===== src/logic/flush_pkg.sv =====
// Shared types and sizes for the flush slice; import into any block that needs them

package flush_pkg;

    // ------------------------------
    // Core geometry
    // ------------------------------

    // Address and PC width
    localparam int unsigned XLEN = 32;

    // ------------------------------
    // Data cache
    // ------------------------------

    // One dirty bit per set, walked in order on a flush
    localparam int unsigned DCACHE_SETS  = 16;
    localparam int unsigned DCACHE_IDX_W = $clog2(DCACHE_SETS); // Set index width

    // ------------------------------
    // Write-back port
    // ------------------------------

    // Credits held by the engine right after reset
    localparam int unsigned WB_CREDITS = 2;

    // Counter must hold 0 up to WB_CREDITS inclusive
    localparam int unsigned WB_CNT_W = $clog2(WB_CREDITS + 1);

    // ------------------------------
    // Branch resolution record
    // ------------------------------

    // Registered outcome of a resolved branch
    // valid          record holds a branch seen last cycle
    // is_mispredict  front-end followed the wrong path
    // pc             address of the branch itself
    typedef struct packed {
        logic            valid;         // Branch resolved
        logic            is_mispredict; // Wrong direction or wrong target
        logic [XLEN-1:0] pc;            // Branch PC
    } bp_resolve_t;

endpackage


===== src/logic/flush_bus_if.sv =====
// Stage and structure flush commands from the flush controller to their consumers
`timescale 1ns/100ps

interface flush_bus_if;

    logic set_pc_commit;        // PC gen takes the PC from commit
    logic flush_if;             // Kill the fetch stage
    logic flush_unissued_instr; // Drop instructions not yet issued
    logic flush_id;             // Kill decode
    logic flush_ex;             // Kill execute
    logic flush_bp;             // Clear the branch predictor
    logic flush_icache;         // Invalidate the icache
    logic flush_tlb;            // Invalidate the TLBs

    // Controller side, drives every command
    modport ctrl (
        output set_pc_commit, flush_if, flush_unissued_instr, flush_id,
        output flush_ex, flush_bp, flush_icache, flush_tlb
    );

    // Consumer side, level commands valid in the cycle they are high
    modport sink (
        input set_pc_commit, flush_if, flush_unissued_instr, flush_id,
        input flush_ex, flush_bp, flush_icache, flush_tlb
    );

endinterface


===== src/logic/branch_resolve_unit.sv =====
// Checks a resolved branch against its prediction and registers the outcome for the flush controller
`timescale 1ns/100ps

module branch_resolve_unit (
    input  logic                     clk_i,
    input  logic                     rst_ni,
    input  logic                     resolve_valid_i,    // Branch resolves this cycle
    input  logic [flush_pkg::XLEN-1:0] pc_i,             // PC of the branch
    input  logic                     predicted_taken_i,  // Direction the front-end took
    input  logic                     actual_taken_i,     // Direction from the ALU
    input  logic [flush_pkg::XLEN-1:0] predicted_target_i,
    input  logic [flush_pkg::XLEN-1:0] actual_target_i,
    output flush_pkg::bp_resolve_t   resolved_branch_o   // One cycle after resolve_valid_i
);

    import flush_pkg::*;

    logic            dir_miss;    // Taken direction differs
    logic            target_miss; // Both taken but jumped to the wrong place
    logic            mispredict;
    logic            valid_q;
    logic            mispredict_q;
    logic [XLEN-1:0] pc_q;

    // ------------------------------
    // Compare
    // ------------------------------
    assign dir_miss    = predicted_taken_i != actual_taken_i;
    assign target_miss = predicted_taken_i && actual_taken_i
                         && (predicted_target_i != actual_target_i);
    assign mispredict  = resolve_valid_i && (dir_miss || target_miss);

    // ------------------------------
    // Record stage
    // ------------------------------
    // Keeps the execute comparators off the flush decode path
    always_ff @(posedge clk_i or negedge rst_ni) begin
        if (!rst_ni) begin
            valid_q      <= 1'b0;
            mispredict_q <= 1'b0;
        end else begin
            valid_q      <= resolve_valid_i;
            mispredict_q <= mispredict;
        end
    end

    // Branch PC travels with the record
    always_ff @(posedge clk_i) begin
        if (resolve_valid_i) pc_q <= pc_i; // Hold last branch PC otherwise
    end

    assign resolved_branch_o = '{valid: valid_q, is_mispredict: mispredict_q, pc: pc_q};

endmodule


===== src/logic/flush_ctrl.sv =====
// Flush controller: decodes pipeline events into flush commands, runs fences and drives the halt
`timescale 1ns/100ps

module flush_ctrl (
    input  logic                   clk_i,
    input  logic                   rst_ni,
    input  flush_pkg::bp_resolve_t resolved_branch_i,  // Registered branch outcome
    input  logic                   fence_i,            // fence committed
    input  logic                   fence_i_i,          // fence.i committed
    input  logic                   sfence_vma_i,       // sfence.vma committed
    input  logic                   flush_csr_i,        // CSR write with side effects
    input  logic                   flush_commit_i,     // Commit stage asks for a flush
    input  logic                   ex_valid_i,         // Exception taken
    input  logic                   eret_i,             // Return from trap
    input  logic                   set_debug_pc_i,     // Debug mode entry
    input  logic                   halt_csr_i,         // WFI style halt
    input  logic                   halt_acc_i,         // Accelerator halt
    input  logic                   flush_dcache_ack_i, // Dcache walk done, one cycle pulse
    flush_bus_if.ctrl              flush_bus,
    output logic                   flush_dcache_o,     // Held until the acknowledge
    output logic                   halt_o              // Stall commit
);

    logic fence_active_d;
    logic fence_active_q; // Dcache flush in flight
    logic flush_dcache_d;
    logic mispredict;     // Front-end went the wrong way
    logic redirect;       // Restart from the commit PC
    logic trap;           // Exception, eret or debug entry
    logic any_fence;      // fence or fence.i

    assign mispredict = resolved_branch_i.valid && resolved_branch_i.is_mispredict;
    assign any_fence  = fence_i || fence_i_i;
    assign redirect   = any_fence || sfence_vma_i || flush_csr_i || flush_commit_i;
    assign trap       = ex_valid_i || eret_i || set_debug_pc_i;

    // ------------------------------
    // Event decode
    // ------------------------------
    always_comb begin
        fence_active_d                 = fence_active_q;
        flush_dcache_d                 = 1'b0;
        flush_bus.set_pc_commit        = 1'b0;
        flush_bus.flush_if             = 1'b0;
        flush_bus.flush_unissued_instr = 1'b0;
        flush_bus.flush_id             = 1'b0;
        flush_bus.flush_ex             = 1'b0;
        flush_bus.flush_bp             = 1'b0;
        flush_bus.flush_icache         = 1'b0;
        flush_bus.flush_tlb            = 1'b0;

        // Wrong path only reached fetch and the scoreboard front
        if (mispredict) begin
            flush_bus.flush_if             = 1'b1;
            flush_bus.flush_unissued_instr = 1'b1;
        end

        // Serializing instructions restart right after themselves
        if (redirect) begin
            flush_bus.set_pc_commit        = 1'b1;
            flush_bus.flush_if             = 1'b1;
            flush_bus.flush_unissued_instr = 1'b1;
            flush_bus.flush_id             = 1'b1;
            flush_bus.flush_ex             = 1'b1;
        end

        if (fence_i_i)    flush_bus.flush_icache = 1'b1; // Fetched code may be stale
        if (sfence_vma_i) flush_bus.flush_tlb    = 1'b1; // Translations changed

        // ------------------------------
        // Fence handling
        // ------------------------------
        // Both fences push dirty lines out, the core waits for the walk
        if (any_fence) begin
            fence_active_d = 1'b1;
            flush_dcache_d = 1'b1;
        end

        if (fence_active_q) begin
            if (flush_dcache_ack_i) begin
                fence_active_d = 1'b0; // Walk finished, drop request next cycle
            end else begin
                flush_dcache_d = 1'b1; // Keep asking
            end
        end

        // Trap PC comes from the CSR file, not from commit
        if (trap) begin
            flush_bus.set_pc_commit        = 1'b0;
            flush_bus.flush_if             = 1'b1;
            flush_bus.flush_unissued_instr = 1'b1;
            flush_bus.flush_id             = 1'b1;
            flush_bus.flush_ex             = 1'b1;
            flush_bus.flush_bp             = 1'b1; // No speculative fetch across privilege change
        end
    end

    // ------------------------------
    // Halt
    // ------------------------------
    assign halt_o = halt_csr_i || halt_acc_i || fence_active_q;

    always_ff @(posedge clk_i or negedge rst_ni) begin
        if (!rst_ni) begin
            fence_active_q <= 1'b0;
            flush_dcache_o <= 1'b0;
        end else begin
            fence_active_q <= fence_active_d;
            flush_dcache_o <= flush_dcache_d; // Registered, long route to the cache
        end
    end

endmodule


===== src/logic/dcache_flush_engine.sv =====
// Dcache flush engine: tracks dirty sets and writes them back over a credited port on request
`timescale 1ns/100ps

module dcache_flush_engine (
    input  logic                             clk_i,
    input  logic                             rst_ni,
    input  logic                             mark_dirty_i, // Store hit a set
    input  logic [flush_pkg::DCACHE_IDX_W-1:0] mark_idx_i,
    input  logic                             flush_req_i,  // Level request from the controller
    output logic                             flush_ack_o,  // One cycle after the last set
    output logic                             wb_valid_o,   // Write-back issued, spends a credit
    output logic [flush_pkg::DCACHE_IDX_W-1:0] wb_idx_o,   // Set being written back
    input  logic                             wb_credit_i   // One credit returned
);

    import flush_pkg::*;

    typedef enum logic [1:0] {
        IDLE, // Recording stores
        WALK, // Scanning sets from 0 up
        ACK   // Report completion
    } state_e;

    state_e                  state_d, state_q;
    logic [DCACHE_SETS-1:0]  dirty_d, dirty_q;     // One bit per set
    logic [DCACHE_IDX_W-1:0] idx_d, idx_q;         // Walk pointer
    logic [WB_CNT_W-1:0]     credits_d, credits_q; // Write-backs we may still send
    logic                    has_credit;
    logic                    issue;                // Write-back this cycle
    logic                    step;                 // Current set done this cycle
    logic                    last_set;

    assign has_credit = credits_q != '0;
    assign last_set   = idx_q == DCACHE_IDX_W'(DCACHE_SETS - 1);
    assign issue      = (state_q == WALK) && dirty_q[idx_q] && has_credit;
    assign step       = (state_q == WALK) && (!dirty_q[idx_q] || has_credit); // Stall on dirty

    // ------------------------------
    // Credit counter
    // ------------------------------
    always_comb begin
        credits_d = credits_q;
        if (issue && !wb_credit_i) begin
            credits_d = credits_q - 1'b1;
        end else if (!issue && wb_credit_i && (credits_q != WB_CNT_W'(WB_CREDITS))) begin
            credits_d = credits_q + 1'b1; // Saturate at the reset value
        end
    end

    // ------------------------------
    // Walk FSM
    // ------------------------------
    always_comb begin
        state_d = state_q;
        idx_d   = idx_q;
        dirty_d = dirty_q;

        // Stores landing mid-walk are not tracked
        if (mark_dirty_i && (state_q != WALK)) dirty_d[mark_idx_i] = 1'b1;

        case (state_q)
            IDLE: begin
                if (flush_req_i) begin
                    state_d = WALK;
                    idx_d   = '0;
                end
            end
            WALK: begin
                if (step) begin
                    if (issue) dirty_d[idx_q] = 1'b0; // Line is clean once sent
                    if (last_set) begin
                        state_d = ACK;
                    end else begin
                        idx_d = idx_q + 1'b1;
                    end
                end
            end
            ACK:     state_d = IDLE; // Request drops before we look again
            default: state_d = IDLE;
        endcase
    end

    always_ff @(posedge clk_i or negedge rst_ni) begin
        if (!rst_ni) begin
            state_q   <= IDLE;
            dirty_q   <= '0;
            idx_q     <= '0;
            credits_q <= WB_CNT_W'(WB_CREDITS);
        end else begin
            state_q   <= state_d;
            dirty_q   <= dirty_d;
            idx_q     <= idx_d;
            credits_q <= credits_d;
        end
    end

    // ------------------------------
    // Outputs
    // ------------------------------
    assign flush_ack_o = state_q == ACK;
    assign wb_valid_o  = issue;  // Never without a credit
    assign wb_idx_o    = idx_q;

endmodule


===== src/logic/flush_subsystem_top.sv =====
// Top level of the flush slice: wires branch check, flush controller and dcache flush engine
`timescale 1ns/100ps

module flush_subsystem_top (
    input  logic                             clk_i,
    input  logic                             rst_ni,
    // Branch resolution
    input  logic                             resolve_valid_i,
    input  logic [flush_pkg::XLEN-1:0]       pc_i,
    input  logic                             predicted_taken_i,
    input  logic                             actual_taken_i,
    input  logic [flush_pkg::XLEN-1:0]       predicted_target_i,
    input  logic [flush_pkg::XLEN-1:0]       actual_target_i,
    // Pipeline events
    input  logic                             fence_i,
    input  logic                             fence_i_i,
    input  logic                             sfence_vma_i,
    input  logic                             flush_csr_i,
    input  logic                             flush_commit_i,
    input  logic                             ex_valid_i,
    input  logic                             eret_i,
    input  logic                             set_debug_pc_i,
    input  logic                             halt_csr_i,
    input  logic                             halt_acc_i,
    // Store tracking
    input  logic                             mark_dirty_i,
    input  logic [flush_pkg::DCACHE_IDX_W-1:0] mark_idx_i,
    // Flush commands
    output logic                             set_pc_commit_o,
    output logic                             flush_if_o,
    output logic                             flush_unissued_instr_o,
    output logic                             flush_id_o,
    output logic                             flush_ex_o,
    output logic                             flush_bp_o,
    output logic                             flush_icache_o,
    output logic                             flush_tlb_o,
    output logic                             flush_dcache_o,
    output logic                             halt_o,
    // Write-back port
    output logic                             wb_valid_o,
    output logic [flush_pkg::DCACHE_IDX_W-1:0] wb_idx_o,
    input  logic                             wb_credit_i
);

    import flush_pkg::*;

    bp_resolve_t resolved_branch;   // Registered branch outcome
    logic        flush_dcache_ack;  // Walk done

    flush_bus_if flush_bus ();

    branch_resolve_unit u_branch_resolve (
        .clk_i              (clk_i),
        .rst_ni             (rst_ni),
        .resolve_valid_i    (resolve_valid_i),
        .pc_i               (pc_i),
        .predicted_taken_i  (predicted_taken_i),
        .actual_taken_i     (actual_taken_i),
        .predicted_target_i (predicted_target_i),
        .actual_target_i    (actual_target_i),
        .resolved_branch_o  (resolved_branch)
    );

    flush_ctrl u_flush_ctrl (
        .clk_i              (clk_i),
        .rst_ni             (rst_ni),
        .resolved_branch_i  (resolved_branch),
        .fence_i            (fence_i),
        .fence_i_i          (fence_i_i),
        .sfence_vma_i       (sfence_vma_i),
        .flush_csr_i        (flush_csr_i),
        .flush_commit_i     (flush_commit_i),
        .ex_valid_i         (ex_valid_i),
        .eret_i             (eret_i),
        .set_debug_pc_i     (set_debug_pc_i),
        .halt_csr_i         (halt_csr_i),
        .halt_acc_i         (halt_acc_i),
        .flush_dcache_ack_i (flush_dcache_ack),
        .flush_bus          (flush_bus.ctrl),
        .flush_dcache_o     (flush_dcache_o),
        .halt_o             (halt_o)
    );

    dcache_flush_engine u_dcache_flush (
        .clk_i        (clk_i),
        .rst_ni       (rst_ni),
        .mark_dirty_i (mark_dirty_i),
        .mark_idx_i   (mark_idx_i),
        .flush_req_i  (flush_dcache_o),   // Same register that leaves the top
        .flush_ack_o  (flush_dcache_ack),
        .wb_valid_o   (wb_valid_o),
        .wb_idx_o     (wb_idx_o),
        .wb_credit_i  (wb_credit_i)
    );

    // ------------------------------
    // Flush bus out to the pins
    // ------------------------------
    assign set_pc_commit_o        = flush_bus.set_pc_commit;
    assign flush_if_o             = flush_bus.flush_if;
    assign flush_unissued_instr_o = flush_bus.flush_unissued_instr;
    assign flush_id_o             = flush_bus.flush_id;
    assign flush_ex_o             = flush_bus.flush_ex;
    assign flush_bp_o             = flush_bus.flush_bp;
    assign flush_icache_o         = flush_bus.flush_icache;
    assign flush_tlb_o            = flush_bus.flush_tlb;

endmodule


===== config.mk =====
export PLATFORM = sky130hd
export DESIGN_NAME = flush_subsystem_top
export DESIGN_NICKNAME = d
export VERILOG_FILES = /design/src/logic/flush_pkg.sv /design/src/logic/flush_bus_if.sv /design/src/logic/branch_resolve_unit.sv /design/src/logic/flush_ctrl.sv /design/src/logic/dcache_flush_engine.sv /design/src/logic/flush_subsystem_top.sv
export SDC_FILE = /design/constraint.sdc
export NUM_CORES = 1
export LEC_CHECK = 0
export BUFFER_PORTS_ARGS = -buffer_cell sky130_fd_sc_hd__clkbuf_2
export CORE_MARGIN = 10
export CORE_UTILIZATION = 38
export DETAILED_ROUTE_END_ITERATION = 10
export HOLD_SLACK_MARGIN = 0.15
export PLACE_DENSITY_LB_ADDON = 0.3
export SETUP_SLACK_MARGIN = 0.15
export SYNTH_ARGS = -nofsm -noshare
export SYNTH_HDL_FRONTEND = slang
export SYNTH_SLANG_ARGS = --single-unit

===== constraint.sdc =====
create_clock -name clk_i -period 2.1 [get_ports clk_i]
set_clock_uncertainty 0.1 [all_clocks]
set_input_delay 0.315 -clock clk_i [delete_from_list [all_inputs] [get_ports clk_i]]
set_output_delay 0.315 -clock clk_i [all_outputs]
set_load 0.02 [all_outputs]

# Yosys cells after proc, flatten, opt, wreduce, memory -nomap -nowiden

Cells that the tools add are included.

Register bits after elaboration: 28
Latch bits: 0
Bits in writable memories: 0
ROM bits: 0
Input port bits: 117
Output and inout bits: 15
Memories: 0

Add/subtract/negate cells: 3
Multipliers: 0
Div/mod/pow operators: 0
$lt $le $gt $ge: 4
Equality and inequality tests: 11
Shifts and indexed selects: 0
Multiplexer cells: 35
Bitwise logic cells: 3
Reductions and logical operators: 32

Operators with widths:

| kind                | count |
|---|---|
| $mux 16             | 4 |
| $ne 32x32->1        | 1 |
| $mux 1              | 18 |
| $and 16x16->16      | 1 |
| $not 16->16         | 1 |
| $or 16x16->16       | 1 |
| $logic_and 1x1->1   | 13 |
| $mux 4              | 3 |
| $logic_or 1x1->1    | 10 |
| $lt 4x5->1 const B  | 2 |
| $mux 2              | 5 |
| $demux 1 s4         | 2 |
| $ge 4x1->1 const B  | 2 |
| $pmux 4 s2          | 1 |
| $ne 2x1->1 const B  | 3 |
| $ne 2x2->1 const B  | 3 |
| $reduce_bool 2->1   | 3 |
| $add 4x1->4 const B | 1 |
| $bmux 1 s4          | 1 |
| $eq 4x4->1 const B  | 1 |
| $pmux 2 s2          | 1 |
| $reduce_and 4->1    | 1 |
| $logic_not 1->1     | 3 |
| $reduce_and 3->1    | 1 |
| other kinds (6)     | 6 |

# Depth between registers and ports, before layout

Depth in word-level cells: 10
Mapped depth: 9

# Modules after synthesis

A second synthesis with hierarchy kept.

Cells, all modules: 260
Area total of the unflattened synthesis: 3065.4 um2

Modules (own cells, without submodules):

| module              | instances | cells each | area each (um2) |
|---|---|---|---|
| dcache_flush_engine | 1         | 158        | 1510.2 |
| branch_resolve_unit | 1         | 82         | 1396.3 |
| flush_ctrl          | 1         | 20         | 158.9 |

# Worst setup path after synthesis

No wires, ideal clock.

Path kind: reg2out
From: register u_dcache_flush.idx_q[1] (netlist: u_dcache_flush.wb_idx_o[1])
To: output port wb_valid_o
Arrival: 1812 ps
Required time: 1685 ps
Setup slack: -127 ps
Cell stages (with the launch flop): 9
Buffers on the path: 3
Cells stage by stage: dfrtp_1 buf_6 mux2i_1 a32oi_1 nand2_1 o32ai_4 and2b_1 buf_6 buf_6

Longest elaborated chain between the ends: 4

RTL lines:

| item                           | RTL line                  | source |
|---|---|---|
| start, declared                | dcache_flush_engine.sv:26 | `logic [DCACHE_IDX_W-1:0] idx_d, idx_q;` |
| start signal, assigned         | dcache_flush_engine.sv:92 | `idx_q <= idx_d;` |
| $bmux 1 s4                     | dcache_flush_engine.sv:35 | `assign issue = (state_q == WALK) && dirty_q[idx_q] && has_credit;` |
| $mux 1 (implied by the code)   | dcache_flush_engine.sv:35 |  |
| $logic_and 1x1->1 (2 in a row) | dcache_flush_engine.sv:35 |  |
| end, declared                  | flush_subsystem_top.sv:40 | `output logic wb_valid_o,` |

No other way between the ends. The select of a mux whose other input is x is not followed.

# Worst setup path in the final report

Same ends and word-level chain as after synthesis.

==> results.sh <==
export IMPL_cp_max_fo=7
export IMPL_rsz0062_at_grt="true"
export IMPL_antenna_found_initial=0
export IMPL_async_reset_ff_share_pct=100
export IMPL_failed_checks="negative setup slack"
export IMPL_fin_crit_ps=2310
export IMPL_grt_max_degree=29
export IMPL_r2r_end="u_dcache_flush.dirty_q[9]"
export IMPL_min_from="fence_i"
export IMPL_fin_cells=399
export IMPL_r2r_start="u_dcache_flush.wb_idx_o[1]"
export IMPL_required_ps=1680
export IMPL_slew_headroom_pct=40.4
export IMPL_yosysWarnings=0
export IMPL_grt_pass1_vias=2151
export IMPL_slew_violations=0
export IMPL_avgSynthCellArea_um2=9.52
export IMPL_ys_types=42
export IMPL_gp_congestion=0.862
export IMPL_setup_tns_ps=-2250
export IMPL_outcome="finished with violations"
export IMPL_cts_tree="built"
export IMPL_cp_arrival_ps=1890
export IMPL_dieArea_mm2=0.00840
export IMPL_synth_nets=327
export IMPL_grt_ovfl_total=0
export IMPL_worst_setup_path_start_kind="register"
export IMPL_maxCapViolations=0
export IMPL_first_pass_iters=4
export IMPL_cp_end_kind="primary output"
export IMPL_fin_ws_ps=-207
export IMPL_setup_violations=17
export IMPL_area_growth_pct=58.6
export IMPL_dp_cells=384
export IMPL_nFillCells=439
export IMPL_whs_ps=180
export IMPL_ys_ff_latch=28
export IMPL_reg2reg_depth=9
export IMPL_max_stage_delay_ps=490
export IMPL_period_share_pct=110
export IMPL_cts_root_buf="clkbuf_8"
export IMPL_grtUsageTotal_pct=14.9
export IMPL_synth_ff_type="dfrtp_1"
export IMPL_pwr_density_cell_mw_per_mm2=1330
export IMPL_p_leak_uw=0.00139
export IMPL_clock_path_buffers=2
export IMPL_grt_pass1_wl_um=10400
export IMPL_io_pins=132
export IMPL_route_detailed_drc=0
export IMPL_initial_utilization_pct=38.7
export IMPL_drive_above_1_share_pct=49.8
export IMPL_min_path_cells=2
export IMPL_hpwlAfterDp_um=5220
export IMPL_wl_per_cell_um=16.7
export IMPL_num_nets_final=452
export IMPL_finalHoldViolations=0
export IMPL_syn_inst=205
export IMPL_synth_edf_count=0
export IMPL_min_path_type="input port to register"
export IMPL_ctsHtreeMaxLevel=1
export IMPL_clock_latency_ps=280
export IMPL_die_width_um=91.7
export IMPL_regToRegSetupSlack_ps=-180
export IMPL_drt_iter0_markers=84
export IMPL_core_mm2=0.00504
export IMPL_irDropWorstVdd_mv=0.623
export IMPL_route_vias_total=2055
export IMPL_port_buffers=99
export IMPL_hold_end="u_flush_ctrl.flush_dcache_o"
export IMPL_diodes=0
export IMPL_routed_via_density=5.15
export IMPL_slowest_stage="dfrtp_2"
export IMPL_rows=26
export IMPL_path_class="register to primary output"
export IMPL_finalPower_uw=4130
export IMPL_postLayoutCoreUtil_pct=61.4
export IMPL_clk_pin_slew_ps=90
export IMPL_wl_um=6660
export IMPL_crit_chain="mux2i_1 > a32oi_2 > nand2_2 > o32ai_4 > and2b_2 > buf_8"
export IMPL_cts_sinks=28
export IMPL_worst_pin_slew_ps=891
export IMPL_synth_area_mm2=0.00195
export IMPL_die_h_um=91.7
export IMPL_cts_made_buffers=3
export IMPL_ant_nets=0
export IMPL_max_freq_mhz=433
export IMPL_yosysSeqAreaShare_pct=36.0
timing repair:
action / 4_1_cts / 5_1_grt
endpoints found under the hold margin: 28 / 0
gates resized for setup: 21 / 29
setup endpoints to repair: 23 / 28
cloned: 1 / 0
pin swaps: 14 / 8
setup buffers: 4 / 4
hold buffers: 2 / 0
placed cells by master, fill, tap and decap left out, types with 7 or more instances in the layout:
master / instances
a21oi_1: 16
a31oi_1: 10
a31oi_4: 10
buf_4: 21
buf_6: 7
clkbuf_2: 93
dfrtp_1: 24
mux2i_1: 7
nand2_1: 9
nand4_1: 9
nor2_1: 8
xnor2_1: 32
cell type report:
class / count / area (um2) / share of cell area [%]
clock inverter: 1 / 30.0 / 0.970
timing repair buffer: 130 / 850 / 27.4
multi-input combinational: 161 / 1360 / 43.9
sequential: 28 / 706 / 22.8
inverter: 6 / 22.5 / 0.728
tap: 70 / 87.6 / 2.83
clock buffer: 3 / 41.3 / 1.33
Yosys cell counts (3+ instances only):
cell | n | area [um2]
o21ai_0 | 4 | 20.0
buf_4 | 5 | 37.5
a21oi_1 | 18 | 90.1
buf_6 | 3 | 33.8
inv_1 | 6 | 22.5
nor2b_1 | 6 | 37.5
nand2_1 | 11 | 41.3
nor3b_1 | 3 | 22.5
nor2_1 | 8 | 30.0
ha_1 | 5 | 62.6
dfrtp_1 | 27 | 676
a21o_1 | 3 | 22.5
nor3_1 | 3 | 15.0
mux2i_1 | 7 | 70.1
xnor2_1 | 32 | 280
or3_1 | 5 | 31.3
a31oi_1 | 21 | 131
nand4_1 | 9 | 56.3
metrics by stage:
step	instance area, um2	setup WS, ps
floorplan	1970	-83.7
global placement	2620	34.4
detailed placement	2620	16.2
CTS	2880	-267
global route	3100	-280
finish	3100	-207
where the power goes:
group	switching [uW]	leakage, uW	internal [uW]
sequential	211	0.000348	752
clock	168	0.0000357	255
combinational	1360	0.00100	1380
total	1740	0.00139	2390
state kept, by name, summed over array words and instances, names as in the netlist:
register,flops
u_dcache_flush.credits_q,2
u_dcache_flush.dirty_q,16
u_branch_resolve.valid_q,1
u_dcache_flush.wb_idx_o,4
u_flush_ctrl.flush_dcache_o,1
u_dcache_flush.state_q,2
u_branch_resolve.mispredict_q,1
u_flush_ctrl.fence_active_q,1
metal layers:
metal / GRT usage, % / vias to the layer above / wire, um / part of all wire [%]
met5: 0 / - / 0 / 0
met4: 3.39 / 0 / 76 / 1.1
met3: 3.91 / 6 / 373 / 5.6
met2: 26.4 / 65 / 3550 / 53
met1: 17.5 / 983 / 2660 / 40
li1: - / 1001 / - / -
worst max path at each step:
stage	from	end	slack, ps	cells past startpoint
after CTS	u_dcache_flush.wb_idx_o[1]	wb_valid_o	-270	6
after detailed placement	u_dcache_flush.wb_idx_o[1]	wb_valid_o	20	6
after global routing	u_dcache_flush.wb_idx_o[1]	wb_valid_o	-280	6
final	u_dcache_flush.wb_idx_o[1]	wb_valid_o	-210	6
after global placement	u_dcache_flush.wb_idx_o[1]	wb_valid_o	30	6
after floorplan	u_dcache_flush.wb_idx_o[1]	wb_valid_o	-80	8
cells by family after synthesis:
family	synth area share [%]
simple gates	17.4
compound gates	19.0
xor+xnor	14.8
flops	36.0
buf+inv	5.26
mux	4.36
fa+ha+maj	3.21
critical path: cells and delay by family (launching register included):
family / cells / cell delay [ps]
compound gates: 2 / 500
buf+inv: 1 / 120
flops: 1 / 490
mux: 1 / 150
simple gates: 2 / 350
No activity file was read; power rests on OpenSTA's default activity.
